File: src/hdl/pulse_list_config.svh
`ifndef PULSE_LIST_CONFIG_SVH
`define PULSE_LIST_CONFIG_SVH

`define PL_XB_W 32  // host word width
`define PL_CMD_WORDS 3  // host words per command

`define PL_RAM_W 16  // ram and fifo word, low byte is header
`define PL_N_ZMW 128  // entries per ram
`define PL_ZMW_W 7

`define PL_FIFO_DEPTH 16  // power of two
`define PL_FIFO_HIGH 12  // throttle level of from-ram fifo

`define PL_RAM_LATENCY 5  // re to rdata, in clocks

`endif

File: src/hdl/pulse_list_pkg.sv
`default_nettype none
`include "pulse_list_config.svh"

package pulse_list_pkg;

  // first host word sits in the low bits
  typedef struct packed {
    logic [`PL_XB_W*`PL_CMD_WORDS-8:0] fields;  // not decoded here
    logic start;  // 1 start, 0 stop
    logic [4:0] rsvd;
    logic is_data;  // 0 control, 1 data
  } host_cmd_t;

  typedef struct packed {
    logic [`PL_RAM_W-4:0] rsvd;
    logic write;  // sof only, 1 write, 0 read
    logic sof;  // 0 means STOP
    logic is_data;  // always 0 here
  } ram_ctrl_t;

  typedef struct packed {
    logic [`PL_RAM_W-`PL_ZMW_W-9:0] pad;
    logic [`PL_ZMW_W-1:0] zmw;  // payload starts above header byte
    logic [6:0] rsvd;
    logic is_data;  // always 1 here
  } ram_data_t;

  typedef union packed {
    ram_ctrl_t ctrl;
    ram_data_t data;
  } ram_cmd_u;

  typedef enum logic [2:0] {
    RAM_ERROR, RAM_IDLE, RAM_WRITE, RAM_READING, RAM_THROTTLED
  } ram_state_e;

  // code goes straight to the leds
  typedef enum logic [3:0] {
    PACER_ERROR, PACER_STOPPED, PACER_STOPPING, PACER_STARTING,
    PACER_INIT, PACER_INIT_THROTTLED, PACER_STARTING_POST,
    PACER_POSTING, PACER_INTERFRAME
  } pacer_state_e;

  typedef struct packed {
    logic valid;  // one cycle per STOP seen
    ram_state_e state;  // state when STOP arrived
  } ctrl_report_t;

endpackage

`default_nettype wire

File: src/hdl/cmd_fifo.sv
`timescale 1ns/1ps
`default_nettype none
`include "pulse_list_config.svh"

module cmd_fifo (
  input  logic CLK,
  input  logic RESET,
  input  logic wren,
  input  pulse_list_pkg::ram_cmd_u din,
  input  logic rden,
  output pulse_list_pkg::ram_cmd_u dout,
  output logic empty,
  output logic almost_empty,
  output logic full,
  output logic high
);
  localparam int PTR_W = $clog2(`PL_FIFO_DEPTH);

  pulse_list_pkg::ram_cmd_u mem [`PL_FIFO_DEPTH];
  logic [PTR_W-1:0] wr_ptr;
  logic [PTR_W-1:0] rd_ptr;
  logic [PTR_W:0] count;  // one extra bit to hold depth
  logic do_wr;
  logic do_rd;

  assign do_wr = wren && !full;  // overflow drops the word
  assign do_rd = rden && !empty;

  always_ff @(posedge CLK) begin
    if (do_wr) mem[wr_ptr] <= din;
  end

  always_ff @(posedge CLK) begin
    if (RESET) begin
      wr_ptr <= '0;
      rd_ptr <= '0;
      count <= '0;
    end else begin
      if (do_wr) wr_ptr <= wr_ptr + 1'b1;  // wraps at depth
      if (do_rd) rd_ptr <= rd_ptr + 1'b1;
      case ({do_wr, do_rd})
        2'b10: count <= count + 1'b1;
        2'b01: count <= count - 1'b1;
        default: count <= count;
      endcase
    end
  end

  assign dout = mem[rd_ptr];  // show-ahead head
  assign empty = count == '0;
  assign almost_empty = count <= (PTR_W+1)'(1);
  assign full = count == (PTR_W+1)'(`PL_FIFO_DEPTH);
  assign high = count >= (PTR_W+1)'(`PL_FIFO_HIGH);

endmodule

`default_nettype wire

File: src/hdl/msg_assembler.sv
`timescale 1ns/1ps
`default_nettype none
`include "pulse_list_config.svh"

module msg_assembler (
  input  logic CLK,
  input  logic RESET,
  input  logic pc_msg_valid,
  input  logic [`PL_XB_W-1:0] pc_msg,
  output logic pc_msg_ack,
  output logic start_cmd,
  output logic stop_cmd
);
  localparam int CNT_W = $clog2(`PL_CMD_WORDS);

  logic [CNT_W-1:0] word_cnt;
  logic [(`PL_CMD_WORDS-1)*`PL_XB_W-1:0] cache;  // earlier words of command
  pulse_list_pkg::host_cmd_t cmd;

  assign pc_msg_ack = pc_msg_valid;  // always ready
  assign cmd = {pc_msg, cache};  // valid only with last word

  always_ff @(posedge CLK) begin
    if (RESET) begin
      word_cnt <= '0;
      start_cmd <= 1'b0;
      stop_cmd <= 1'b0;
    end else begin
      start_cmd <= 1'b0;
      stop_cmd <= 1'b0;
      if (pc_msg_valid) begin
        if (word_cnt == CNT_W'(`PL_CMD_WORDS - 1)) begin
          word_cnt <= '0;
          // data commands are dropped
          start_cmd <= !cmd.is_data && cmd.start;
          stop_cmd <= !cmd.is_data && !cmd.start;
        end else begin
          cache[word_cnt*`PL_XB_W +: `PL_XB_W] <= pc_msg;
          word_cnt <= word_cnt + 1'b1;
        end
      end
    end
  end

endmodule

`default_nettype wire

File: src/hdl/pacer.sv
`timescale 1ns/1ps
`default_nettype none
`include "pulse_list_config.svh"

module pacer (
  input  logic CLK,
  input  logic RESET,
  input  logic start_cmd,
  input  logic stop_cmd,
  output logic [1:0] cmd_wren,
  output pulse_list_pkg::ram_cmd_u [1:0] cmd_din,
  input  logic [1:0] cmd_full,
  input  pulse_list_pkg::ram_cmd_u rd_dout,
  input  logic rd_empty,
  output logic rd_rden,
  input  pulse_list_pkg::ctrl_report_t report0,
  input  pulse_list_pkg::ctrl_report_t report1,
  output logic fpga_msg_valid,
  output logic [`PL_XB_W-1:0] fpga_msg,
  output logic app_running,
  output logic app_error,
  output logic [3:0] GPIO_LED
);
  localparam int CNT_W = `PL_ZMW_W + 1;
  localparam logic [CNT_W-1:0] N_ZMW = CNT_W'(`PL_N_ZMW);

  pulse_list_pkg::pacer_state_e state;
  logic [CNT_W-1:0] wr_cnt;  // next index to fill
  logic [CNT_W-1:0] rd_cnt;  // next index expected back
  logic rd_done;
  logic rd_bad;

  function automatic pulse_list_pkg::ram_cmd_u ctrl_cmd(input logic sof, input logic write);
    pulse_list_pkg::ram_cmd_u c;
    c = '0;
    c.ctrl.sof = sof;
    c.ctrl.write = write;
    return c;
  endfunction

  function automatic pulse_list_pkg::ram_cmd_u data_cmd(input logic [`PL_ZMW_W-1:0] zmw);
    pulse_list_pkg::ram_cmd_u c;
    c = '0;
    c.data.is_data = 1'b1;
    c.data.zmw = zmw;
    return c;
  endfunction

  assign rd_done = rd_cnt == N_ZMW;
  // pop only when the copy or a STOP can go out in the same cycle
  assign rd_rden = state == pulse_list_pkg::PACER_POSTING && !rd_empty && !rd_done
                   && cmd_full == 2'b00;
  assign rd_bad = !rd_dout.data.is_data || rd_dout.data.zmw != rd_cnt[`PL_ZMW_W-1:0];

  assign app_running = state == pulse_list_pkg::PACER_INTERFRAME;
  assign app_error = state == pulse_list_pkg::PACER_ERROR;
  assign GPIO_LED = state;

  always_ff @(posedge CLK) begin
    if (RESET) begin
      state <= pulse_list_pkg::PACER_STOPPED;
      cmd_wren <= 2'b00;
      wr_cnt <= '0;
      rd_cnt <= '0;
      fpga_msg_valid <= 1'b0;
    end else begin
      cmd_wren <= 2'b00;
      fpga_msg_valid <= report0.valid || report1.valid;
      if (report0.valid || report1.valid) begin
        // byte per controller: reported bit on top, state at the bottom
        fpga_msg <= {{(`PL_XB_W-16){1'b0}},
                     report1.valid, 4'b0, report1.state,
                     report0.valid, 4'b0, report0.state};
      end
      case (state)
        pulse_list_pkg::PACER_STOPPED:
          if (start_cmd) state <= pulse_list_pkg::PACER_STARTING;
        pulse_list_pkg::PACER_STARTING:
          if (!cmd_full[0]) begin
            cmd_din[0] <= ctrl_cmd(1'b1, 1'b1);  // START(write)
            cmd_wren[0] <= 1'b1;
            wr_cnt <= '0;
            state <= pulse_list_pkg::PACER_INIT;
          end
        pulse_list_pkg::PACER_INIT:
          if (stop_cmd) begin
            state <= pulse_list_pkg::PACER_STOPPING;
          end else if (cmd_full[0]) begin
            state <= pulse_list_pkg::PACER_INIT_THROTTLED;
          end else if (wr_cnt == N_ZMW) begin
            cmd_din[0] <= ctrl_cmd(1'b0, 1'b0);  // STOP closes the fill
            cmd_wren[0] <= 1'b1;
            state <= pulse_list_pkg::PACER_STARTING_POST;
          end else begin
            cmd_din[0] <= data_cmd(wr_cnt[`PL_ZMW_W-1:0]);
            cmd_wren[0] <= 1'b1;
            wr_cnt <= wr_cnt + 1'b1;
          end
        pulse_list_pkg::PACER_INIT_THROTTLED:
          if (stop_cmd) state <= pulse_list_pkg::PACER_STOPPING;
          else if (!cmd_full[0]) state <= pulse_list_pkg::PACER_INIT;
        pulse_list_pkg::PACER_STARTING_POST:
          if (cmd_full == 2'b00) begin
            cmd_din[0] <= ctrl_cmd(1'b1, 1'b0);  // read back ram 0
            cmd_din[1] <= ctrl_cmd(1'b1, 1'b1);  // copy into ram 1
            cmd_wren <= 2'b11;
            rd_cnt <= '0;
            state <= pulse_list_pkg::PACER_POSTING;
          end
        pulse_list_pkg::PACER_POSTING:
          if (rd_done && cmd_full == 2'b00) begin
            cmd_din <= {ctrl_cmd(1'b0, 1'b0), ctrl_cmd(1'b0, 1'b0)};
            cmd_wren <= 2'b11;
            state <= pulse_list_pkg::PACER_INTERFRAME;
          end else if (rd_rden && rd_bad) begin
            cmd_din <= {ctrl_cmd(1'b0, 1'b0), ctrl_cmd(1'b0, 1'b0)};
            cmd_wren <= 2'b11;
            state <= pulse_list_pkg::PACER_ERROR;
          end else if (rd_rden) begin
            cmd_din[1] <= rd_dout;
            cmd_wren[1] <= 1'b1;
            rd_cnt <= rd_cnt + 1'b1;
          end
        pulse_list_pkg::PACER_INTERFRAME:
          if (stop_cmd) state <= pulse_list_pkg::PACER_STOPPING;
        pulse_list_pkg::PACER_STOPPING:
          if (cmd_full == 2'b00) begin
            cmd_din <= {ctrl_cmd(1'b0, 1'b0), ctrl_cmd(1'b0, 1'b0)};
            cmd_wren <= 2'b11;
            state <= pulse_list_pkg::PACER_STOPPED;
          end
        default: begin
          // error holds until reset
        end
      endcase
    end
  end

endmodule

`default_nettype wire

File: src/hdl/pulse_list_app.sv
`timescale 1ns/1ps
`default_nettype none
`include "pulse_list_config.svh"

module pulse_list_app (
  input  logic CLK,
  input  logic RESET,
  input  logic pc_msg_valid,
  input  logic [`PL_XB_W-1:0] pc_msg,
  output logic pc_msg_ack,
  output logic fpga_msg_valid,
  output logic [`PL_XB_W-1:0] fpga_msg,
  output logic app_running,
  output logic app_error,
  output logic [3:0] GPIO_LED
);
  logic start_cmd;
  logic stop_cmd;
  logic [1:0] cmd_wren;
  logic [1:0] cmd_rden;
  logic [1:0] cmd_full;
  logic [1:0] cmd_empty;
  pulse_list_pkg::ram_cmd_u [1:0] cmd_din;
  pulse_list_pkg::ram_cmd_u [1:0] cmd_head;
  pulse_list_pkg::ram_cmd_u [1:0] ram_wdata;
  logic [1:0][`PL_ZMW_W-1:0] ram_addr;
  logic [1:0] ram_we;
  logic [1:0] ram_re;
  pulse_list_pkg::ctrl_report_t [1:0] report;
  pulse_list_pkg::ram_cmd_u ram0_rdata;
  logic ram0_rd_valid;
  pulse_list_pkg::ram_cmd_u rd_dout;
  logic rd_rden;
  logic rd_empty;
  logic rd_full;
  logic rd_high;

  msg_assembler msg_assembler_inst (
    .CLK(CLK), .RESET(RESET), .pc_msg_valid(pc_msg_valid), .pc_msg(pc_msg),
    .pc_msg_ack(pc_msg_ack), .start_cmd(start_cmd), .stop_cmd(stop_cmd));

  pacer pacer_inst (
    .CLK(CLK), .RESET(RESET), .start_cmd(start_cmd), .stop_cmd(stop_cmd),
    .cmd_wren(cmd_wren), .cmd_din(cmd_din), .cmd_full(cmd_full),
    .rd_dout(rd_dout), .rd_empty(rd_empty), .rd_rden(rd_rden),
    .report0(report[0]), .report1(report[1]),
    .fpga_msg_valid(fpga_msg_valid), .fpga_msg(fpga_msg),
    .app_running(app_running), .app_error(app_error), .GPIO_LED(GPIO_LED));

  cmd_fifo cmd_fifo_0 (
    .CLK(CLK), .RESET(RESET), .wren(cmd_wren[0]), .din(cmd_din[0]),
    .rden(cmd_rden[0]), .dout(cmd_head[0]), .empty(cmd_empty[0]),
    .almost_empty(), .full(cmd_full[0]), .high());

  cmd_fifo cmd_fifo_1 (
    .CLK(CLK), .RESET(RESET), .wren(cmd_wren[1]), .din(cmd_din[1]),
    .rden(cmd_rden[1]), .dout(cmd_head[1]), .empty(cmd_empty[1]),
    .almost_empty(), .full(cmd_full[1]), .high());

  cmd_fifo from_ram_fifo (
    .CLK(CLK), .RESET(RESET), .wren(ram0_rd_valid), .din(ram0_rdata),
    .rden(rd_rden), .dout(rd_dout), .empty(rd_empty),
    .almost_empty(), .full(rd_full), .high(rd_high));

  ram_controller ram_controller_0 (
    .CLK(CLK), .RESET(RESET), .cmd(cmd_head[0]), .cmd_empty(cmd_empty[0]),
    .cmd_rden(cmd_rden[0]), .ram_addr(ram_addr[0]), .ram_wdata(ram_wdata[0]),
    .ram_we(ram_we[0]), .ram_re(ram_re[0]), .rd_high(rd_high), .rd_full(rd_full),
    .report(report[0]));

  // ram 1 is never read back
  ram_controller ram_controller_1 (
    .CLK(CLK), .RESET(RESET), .cmd(cmd_head[1]), .cmd_empty(cmd_empty[1]),
    .cmd_rden(cmd_rden[1]), .ram_addr(ram_addr[1]), .ram_wdata(ram_wdata[1]),
    .ram_we(ram_we[1]), .ram_re(ram_re[1]), .rd_high(1'b0), .rd_full(1'b0),
    .report(report[1]));

  pulse_list_ram pulse_list_ram_0 (
    .CLK(CLK), .addr(ram_addr[0]), .wdata(ram_wdata[0]), .we(ram_we[0]),
    .re(ram_re[0]), .rdata(ram0_rdata), .rd_valid(ram0_rd_valid));

  pulse_list_ram pulse_list_ram_1 (
    .CLK(CLK), .addr(ram_addr[1]), .wdata(ram_wdata[1]), .we(ram_we[1]),
    .re(ram_re[1]), .rdata(), .rd_valid());

endmodule

`default_nettype wire

File: src/hdl/pulse_list_ram.sv
`timescale 1ns/1ps
`default_nettype none
`include "pulse_list_config.svh"

module pulse_list_ram (
  input  logic CLK,
  input  logic [`PL_ZMW_W-1:0] addr,
  input  pulse_list_pkg::ram_cmd_u wdata,
  input  logic we,
  input  logic re,
  output pulse_list_pkg::ram_cmd_u rdata,
  output logic rd_valid
);
  localparam int LAT = `PL_RAM_LATENCY;

  pulse_list_pkg::ram_cmd_u mem [`PL_N_ZMW];
  pulse_list_pkg::ram_cmd_u rd_pipe [LAT];  // output register stages
  logic [LAT-1:0] vld_pipe;

  always_ff @(posedge CLK) begin
    if (we) mem[addr] <= wdata;
    if (re) rd_pipe[0] <= mem[addr];
    for (int i = 1; i < LAT; i++) rd_pipe[i] <= rd_pipe[i-1];
    vld_pipe <= {vld_pipe[LAT-2:0], re};
  end

  assign rdata = rd_pipe[LAT-1];
  assign rd_valid = vld_pipe[LAT-1];

endmodule

`default_nettype wire

File: src/hdl/ram_controller.sv
`timescale 1ns/1ps
`default_nettype none
`include "pulse_list_config.svh"

module ram_controller (
  input  logic CLK,
  input  logic RESET,
  input  pulse_list_pkg::ram_cmd_u cmd,
  input  logic cmd_empty,
  output logic cmd_rden,
  output logic [`PL_ZMW_W-1:0] ram_addr,
  output pulse_list_pkg::ram_cmd_u ram_wdata,
  output logic ram_we,
  output logic ram_re,
  input  logic rd_high,
  input  logic rd_full,
  output pulse_list_pkg::ctrl_report_t report
);
  localparam logic [`PL_ZMW_W-1:0] LAST_ADDR = `PL_ZMW_W'(`PL_N_ZMW - 1);

  pulse_list_pkg::ram_state_e state;
  logic [`PL_ZMW_W-1:0] addr;  // next ram address
  logic is_ctrl;
  logic is_sof;
  logic is_stop;

  // one entry per cycle in every state, unused ones are dropped
  assign cmd_rden = !cmd_empty;
  assign is_ctrl = cmd_rden && !cmd.ctrl.is_data;
  assign is_sof = is_ctrl && cmd.ctrl.sof;
  assign is_stop = is_ctrl && !cmd.ctrl.sof;

  always_ff @(posedge CLK) begin
    if (RESET) begin
      state <= pulse_list_pkg::RAM_IDLE;
      addr <= '0;
      ram_we <= 1'b0;
      ram_re <= 1'b0;
      report <= '0;
    end else begin
      ram_we <= 1'b0;
      ram_re <= 1'b0;
      report.valid <= 1'b0;
      if (is_stop) begin
        report <= '{valid: 1'b1, state: state};  // state before the STOP
        state <= pulse_list_pkg::RAM_IDLE;
      end else begin
        case (state)
          pulse_list_pkg::RAM_IDLE:
            if (is_sof) begin
              addr <= '0;
              state <= cmd.ctrl.write ? pulse_list_pkg::RAM_WRITE
                                      : pulse_list_pkg::RAM_READING;
            end
          pulse_list_pkg::RAM_WRITE:
            if (cmd_rden && cmd.data.is_data) begin
              ram_wdata <= cmd;
              ram_addr <= addr;
              ram_we <= 1'b1;
              addr <= addr + 1'b1;
            end
          pulse_list_pkg::RAM_READING:
            if (rd_full) begin
              state <= pulse_list_pkg::RAM_ERROR;  // read-back data lost
            end else if (rd_high) begin
              state <= pulse_list_pkg::RAM_THROTTLED;
            end else begin
              ram_addr <= addr;
              ram_re <= 1'b1;
              addr <= addr + 1'b1;
              if (addr == LAST_ADDR) state <= pulse_list_pkg::RAM_IDLE;
            end
          pulse_list_pkg::RAM_THROTTLED:
            if (rd_full) state <= pulse_list_pkg::RAM_ERROR;
            else if (!rd_high) state <= pulse_list_pkg::RAM_READING;
          default: begin
            // error, left only by STOP
          end
        endcase
      end
    end
  end

endmodule

`default_nettype wire

File: config.mk
export PLATFORM = sky130hd
export DESIGN_NAME = pulse_list_app
export DESIGN_NICKNAME = d
export VERILOG_FILES = /design/src/hdl/pulse_list_pkg.sv /design/src/hdl/cmd_fifo.sv /design/src/hdl/msg_assembler.sv /design/src/hdl/pacer.sv /design/src/hdl/pulse_list_app.sv /design/src/hdl/pulse_list_ram.sv /design/src/hdl/ram_controller.sv
export VERILOG_INCLUDE_DIRS = /design/src /design/src/hdl
export SDC_FILE = /design/constraint.sdc
export NUM_CORES = 2
export LEC_CHECK = 0
export BUFFER_PORTS_ARGS = -buffer_cell sky130_fd_sc_hd__buf_2
export CAP_MARGIN = 25
export CORE_UTILIZATION = 45
export DETAILED_ROUTE_END_ITERATION = 6
export PLACE_DENSITY = 0.61
export SLEW_MARGIN = 10
export SYNTH_ARGS = -nofsm -noshare
export SYNTH_HDL_FRONTEND = slang
export SYNTH_HIERARCHICAL = 1
export SYNTH_SLANG_ARGS = --single-unit
export TNS_END_PERCENT = 20
File: constraint.sdc
create_clock -name CLK -period 5.6 [get_ports CLK]
set_input_delay 1.12 -clock CLK [delete_from_list [all_inputs] [get_ports CLK]]
set_output_delay 1.12 -clock CLK [all_outputs]
set_load 0.03 [all_outputs]
* Word-level counts from Yosys, hierarchy flattened
Memory sizes are Yosys's and may differ from the RTL's. A register that Yosys moved wholly into a read port is not among the register bits. Index checks and enable logic that the tools add are counted.
Word-level totals: memory bits (read-only) 0, logic and storage cells 286, input bits 35, latch bits 0, bits in registers 228, memories kept 5, memory bits (writable) 2896
Memory list:
- pulse_list_ram_0.mem | words 128, width 16, rd ports 1, clocked after memory_dff 1, write ports 1, RTL line pulse_list_ram.sv:16 | pulse_list_pkg::ram_cmd_u mem [`PL_N_ZMW];
- cmd_fifo_0.mem | words 16, width 16, rd ports 1, clocked after memory_dff 1, write ports 1, RTL line cmd_fifo.sv:19 | pulse_list_pkg::ram_cmd_u mem [`PL_FIFO_DEPTH];
- cmd_fifo_1.mem | words 16, width 16, rd ports 1, clocked after memory_dff 1, write ports 1, RTL line cmd_fifo.sv:19
- from_ram_fifo.mem | words 16, width 16, rd ports 1, clocked after memory_dff 1, write ports 1, RTL line cmd_fifo.sv:19
- pulse_list_ram_0.rd_pipe | words 5, width 16, rd ports 5, clocked after memory_dff 0, write ports 5, RTL line pulse_list_ram.sv:17 | pulse_list_pkg::ram_cmd_u rd_pipe [LAT];
Cells by class: reduce and logical (&&, ||, !) cells 72, mux-type cells 93, order comparisons 1, add/sub/neg operators 18, bitwise gates (word level) 7, shift-type cells 2, divide/modulo/power cells 0, multiply operators 0, equal/unequal tests 54
Operator list (count):
- $mux W16 | 6
- $mux W32 | 3
- $pmux W16 S5 | 1
- $mux W4 | 19
- $mux W7 | 10
- $bwmux W64 | 1
- $mux W8 | 8
- $shift A32 B34 Y64 const A | 1
- $shiftx A32 B34 Y64 | 1
- $pmux W16 S3 | 1
- $pmux W7 S3 | 2
- $neg A7 Y34 | 1
- $pmux W4 S8 | 1
- $pmux W8 S2 | 2
- $pmux W5 S2 | 3
- $add A4 B1 Y4 const B | 6
- $mux W3 | 8
- $logic_and A1 B1 Y1 | 19
- $mux W1 | 19
- $ne A2 B1 Y1 const B | 9
- $ne A2 B2 Y1 const B | 9
- $pmux W3 S3 | 2
- $add A8 B1 Y8 const B | 2
- $eq A4 B3 Y1 const B | 4
- 45 further kinds | 109

* Logic depth before layout (Yosys ltp)
word-level depth 9, depth in mapped cells 14, mapped depth without buffers 14

* Cells and area by module
Netlist, hierarchy kept.
By module, submodules not included:
- pulse_list_ram | area an instance 81778.4 um2, times used 1, cells an instance 4858, sequential area each 63360.8 um2
- cmd_fifo (cmd_fifo_1) | area an instance 10601.4 um2, times used 1, cells an instance 505, sequential area each 8027.7 um2
- cmd_fifo (cmd_fifo_0) | area an instance 10595.2 um2, times used 1, cells an instance 505, sequential area each 8027.7 um2
- cmd_fifo (from_ram_fifo) | area an instance 10583.9 um2, times used 1, cells an instance 505, sequential area each 8027.7 um2
- ram_controller | area an instance 1556.5 um2, times used 2, cells an instance 131, sequential area each 1011.0 um2
- pacer | area an instance 2997.9 um2, times used 1, cells an instance 294, sequential area each 1481.4 um2
- msg_assembler | area an instance 291.5 um2, times used 1, cells an instance 23, sequential area each 140.1 um2
- pulse_list_app | area an instance 3.8 um2, times used 1, cells an instance 1, sequential area each 0.0 um2

* Worst setup path before layout
OpenSTA, ideal clock, no wires.
path type reg2reg, start register cmd_fifo_1.count[0], end register pacer_inst/cmd_din[16] in the netlist's numbering (enable), slack 2.392 ns, buffers on the path 0, setup time 0.409 ns, arrival time 2.799 ns, cell stages (with the launch flop) 10, data required time 5.191 ns, clock period less this slack 3.208 ns, cell sequence dfxtp_1 > inv_1 > ha_1 > nand4bb_1 > inv_1 > nor2_1 > a31oi_1 > nand2_1 > a21oi_1 > nor3_1
Between the ends: longest elaborated chain between the ends 6, elaborated cells on any way between the ends 9, classes of those cells 4 x eq/ne; 5 x reduce/logical
Ends and longest elaborated chain:
- from (decl) | RTL line cmd_fifo.sv:22 | logic [PTR_W:0] count;
- from (signal assigned) | RTL line cmd_fifo.sv:42 | 2'b10: count <= count + 1'b1;
- from (signal assigned) | RTL line cmd_fifo.sv:43 | 2'b01: count <= count - 1'b1;
- from (signal assigned) | RTL line cmd_fifo.sv:44 | default: count <= count;
- $eq A5 B5 Y1 (*) | RTL line cmd_fifo.sv:52 | assign full = count == (PTR_W+1)'(`PL_FIFO_DEPTH);
- via cmd_full[1] | RTL line pulse_list_app.sv:21 | logic [1:0] cmd_full;
- $logic_not A2 Y1 (*)
- $logic_and A1 B1 Y1 | RTL line pacer.sv:52 | && cmd_full == 2'b00;
- $logic_and A1 B1 Y1 | RTL line pacer.sv:115 | end else if (rd_rden && rd_bad) begin
- $ne A4 B3 Y1 (no source line)
- $reduce_and A5 Y1 (no source line) (*)
- to (signal assigned) | RTL line pacer.sv:112 | cmd_din <= {ctrl_cmd(1'b0, 1'b0), ctrl_cmd(1'b0, 1'b0)};
- to (signal assigned) | RTL line pacer.sv:116 | cmd_din <= {ctrl_cmd(1'b0, 1'b0), ctrl_cmd(1'b0, 1'b0)};
- to (signal assigned) | RTL line pacer.sv:128 | cmd_din <= {ctrl_cmd(1'b0, 1'b0), ctrl_cmd(1'b0, 1'b0)};
- to (decl) | RTL line pacer.sv:11 | output pulse_list_pkg::ram_cmd_u [1:0] cmd_din,
The timed path passes the listed nets; every way through them passes the cells marked *. A chain may end at the register's enable or synchronous reset.

==> impl_metrics.sql <==
INSERT INTO impl_metrics (metric_group, metric, value, unit) VALUES
('sta', 'max_clock_freq', '0.248', 'GHz'),
('critical_path', 'crit_path_category', 'register to register', ''),
('grt', 'first_global_vias', '40938', ''),
('logic_synthesis', 'synth_area', '74000', 'um^2'),
('grt', 'global_route.overflow_total', '0', ''),
('clock_tree', 'clock_insertion_delay_worst_skew', '830', 'ps'),
('cells_and_area', 'top_library_cells_by_usage_in_the_layout_fill_and_taps_aside', 'sky130_fd_sc_hd__edfxtp_1, sky130_fd_sc_hd__nor2_1, sky130_fd_sc_hd__a21oi_1', ''),
('drt', 'drt.antenna.violating_nets', '0', ''),
('power', 'leakage', '26.2', 'nW'),
('worst_hold_path', 'worst_hold_path.num_cells', '0', ''),
('sta', 'final.setup_skew', '34.1', 'ps'),
('drt', 'post-route-drc-count', '0', ''),
('grt', 'global_route_wire_length_before_repair', '277000', 'um'),
('drt', 'dr.pass1.iters', '6', ''),
('grt', 'grt_start_max_net_pins', '97', ''),
('sta', 'hold_viol_final', '0', ''),
('clock_tree', 'clock_sinks', '1851', ''),
('sta', 'worst_slew_margin_rel', '20.1', '%'),
('clock_tree', 'clkSlewWorstSetupHoldPaths', '60', 'ps'),
('sta', 'setup_viol_count_final', '0', ''),
('clock_tree', 'post_cts_resized', '0', ''),
('drt', 'vias', '41995', ''),
('sta', 'layout_min_cycle_time', '4040', 'ps'),
('clock_tree', 'cts.root.buffer_cell', 'sky130_fd_sc_hd__clkbuf_16', ''),
('clock_tree', 'cts_buffers', '181', ''),
('drt', 'initialDrtViolationCount', '4861', ''),
('clock_tree', 'cts_hold_buffers', '0', ''),
('clock_tree', 'tritoncts', 'done', ''),
('cells_and_area', 'antennaDiodeCount', '0', ''),
('floorplan', 'start_util', '45.4', '%'),
('grt', 'grt_antenna_before_repair', '8', ''),
('floorplan', 'die_h', '407', 'um'),
('clock_tree', 'cts-htree-levels', '4', ''),
('power', 'p_total', '0.0276', 'W'),
('critical_path', 'timing.reg2reg.worst_path_depth', '8', ''),
('power', 'pd_cells', '336', 'nW/um^2'),
('placed_design', 'place_congestion', '0.878', ''),
('placed_design', 'io_buffer_count', '20', ''),
('drt', 'drt-wirelength-per-cell', '27.2', 'um'),
('run_status', 'status', 'complete, no violations', ''),
('run', 'max_cap_viol_count', '0', ''),
('cells_and_area', 'area_delta_synth_final', '11.1', '%'),
('clock_tree', 'clock_tree.buffer_depth', '3', ''),
('placed_design', 'post-place-ws', '1490', 'ps'),
('drt', 'routed_wirelength', '189000', 'um'),
('logic_synthesis', 'yosys_warnings', '6', ''),
('grt', 'grt_usage', '22.4', '%'),
('floorplan', 'dieArea', '166000', 'um^2'),
('critical_path', 'timing.critical_path.to_type', 'register', ''),
('clock_tree', 'postCtsSetupRepairBufs', '0', ''),
('logic_synthesis', 'syn-mean-instance-area', '15.8', 'um^2'),
('sta', 'rsz_0062_raised_after_global_routing', 'false', ''),
('floorplan', 'boundaryPins', '75', ''),
('floorplan', 'row_count', '148', ''),
('floorplan', 'die_w', '407', 'um'),
('placed_design', 'half_perimeter_wire_length_after_placement', '115000', 'um'),
('floorplan', 'core_area', '163000', 'um^2'),
('critical_path', 'cp_data_required_time', '6160', 'ps'),
('cells_and_area', 'share_of_layout_cells_above_drive_strength_1', '15.5', '%'),
('drt', 'via_per_inst', '6.04', ''),
('critical_path', 'critical_path.max_fanout', '14', ''),
('sta', 'worst-slew-pin-transition', '1190', 'ps'),
('cells_and_area', 'layout.cells.most_common', 'sky130_fd_sc_hd__edfxtp_1', ''),
('sta', 'setup_tns', '0', 'ps'),
('cells_and_area', 'fin_nets', '4705', ''),
('logic_synthesis', 'post_synthesis_cells', '4675', ''),
('power', 'vdd_ir_drop_max', '323', 'uV'),
('critical_path', 'cp.arrival', '4600', 'ps'),
('sta', 'min_period_over_period', '72.1', '%'),
('critical_path', 'cp_launch_type', 'register', ''),
('worst_hold_path', 'min_path_type', 'register to register', ''),
('sta', 'layout_setup_ws', '1560', 'ps'),
('sta', 'report.final.slew_viol_count', '0', '');
through the flow:
step	area (um^2)	utilization, %	std cells	hold WS [ps]
floorplan	74100	-	4707	310
global placement	75800	46.5	6553	310
detailed placement	76100	46.7	6583	312
CTS	81900	50.2	6909	326
global route	82200	50.4	6951	330
finish	82200	50.4	6951	325
worst max-delay path: stages, from the launching register on:
cell and delay (ps):
sky130_fd_sc_hd__edfxtp_1 740, sky130_fd_sc_hd__buf_4 320, sky130_fd_sc_hd__nor2b_1 60, sky130_fd_sc_hd__buf_4 220, sky130_fd_sc_hd__nand2_1 690, sky130_fd_sc_hd__o22ai_1 210
sky130_fd_sc_hd__a2111oi_0 660, sky130_fd_sc_hd__o221ai_1 510, sky130_fd_sc_hd__a32o_1 380
where the power goes:
part | switching, W | leakage (nW) | internal [W]
Sequential | 0.0000956 | 16.5 | 0.0149
Clock | 0.00509 | 2.79 | 0.00670
Combinational | 0.000537 | 6.89 | 0.000256
path summary, 6_finish.rpt:
kind | slack, ps | to | from
setup / recovery | 1560 | pulse_list_ram_0/rd_pipe[0][8]$_DFFE_PP_ | ram_controller_0/ram_addr[4]$_DFFE_PP_
hold reg to reg | 330 | pulse_list_ram_0/vld_pipe[3]$_DFF_P_ | pulse_list_ram_0/vld_pipe[2]$_DFF_P_
hold / removal | 330 | pulse_list_ram_0/vld_pipe[3]$_DFF_P_ | pulse_list_ram_0/vld_pipe[2]$_DFF_P_
setup reg to reg | 1560 | pulse_list_ram_0/rd_pipe[0][8]$_DFFE_PP_ | ram_controller_0/ram_addr[4]$_DFFE_PP_
per-layer routing:
metal | GRT usage, % | routed length (um) | up-vias
met3 | 4.06 | 15500 | 332
met4 | 8.91 | 7130 | 2
met1 | 30.7 | 76800 | 21577
li1 | - | - | 18229
met2 | 35.6 | 89600 | 1855
met5 | 0 | 34 | -
flip-flops by register name, summed over array words and instances, names as in the netlist, 7 cells and up, named ones only:
name and cells:
cmd_fifo_1/mem 48, pulse_list_ram_0/mem 1280, from_ram_fifo/mem 160, ram_controller_0/ram_addr 7
pacer_inst/wr_cnt 8, pulse_list_ram_0/rd_pipe 50, pacer_inst/rd_cnt 8, ram_controller_0/ram_wdata 10
ram_controller_1/addr 7, ram_controller_0/addr 7, pacer_inst/fpga_msg 8, cmd_fifo_0/mem 160
pacer_inst/cmd_din 13
final cells by class:
class / count / area [um^2]
Tap cell: 2175 / 2720
Sequential cell: 1851 / 54100
Inverter: 59 / 224
Timing Repair Buffer: 240 / 2070
Multi-Input combinational cell: 2300 / 17400
Clock buffer: 242 / 4980
Fill cell: 13403 / 80700
Clock inverter: 84 / 744
Power figures use the tool's default switching activity.
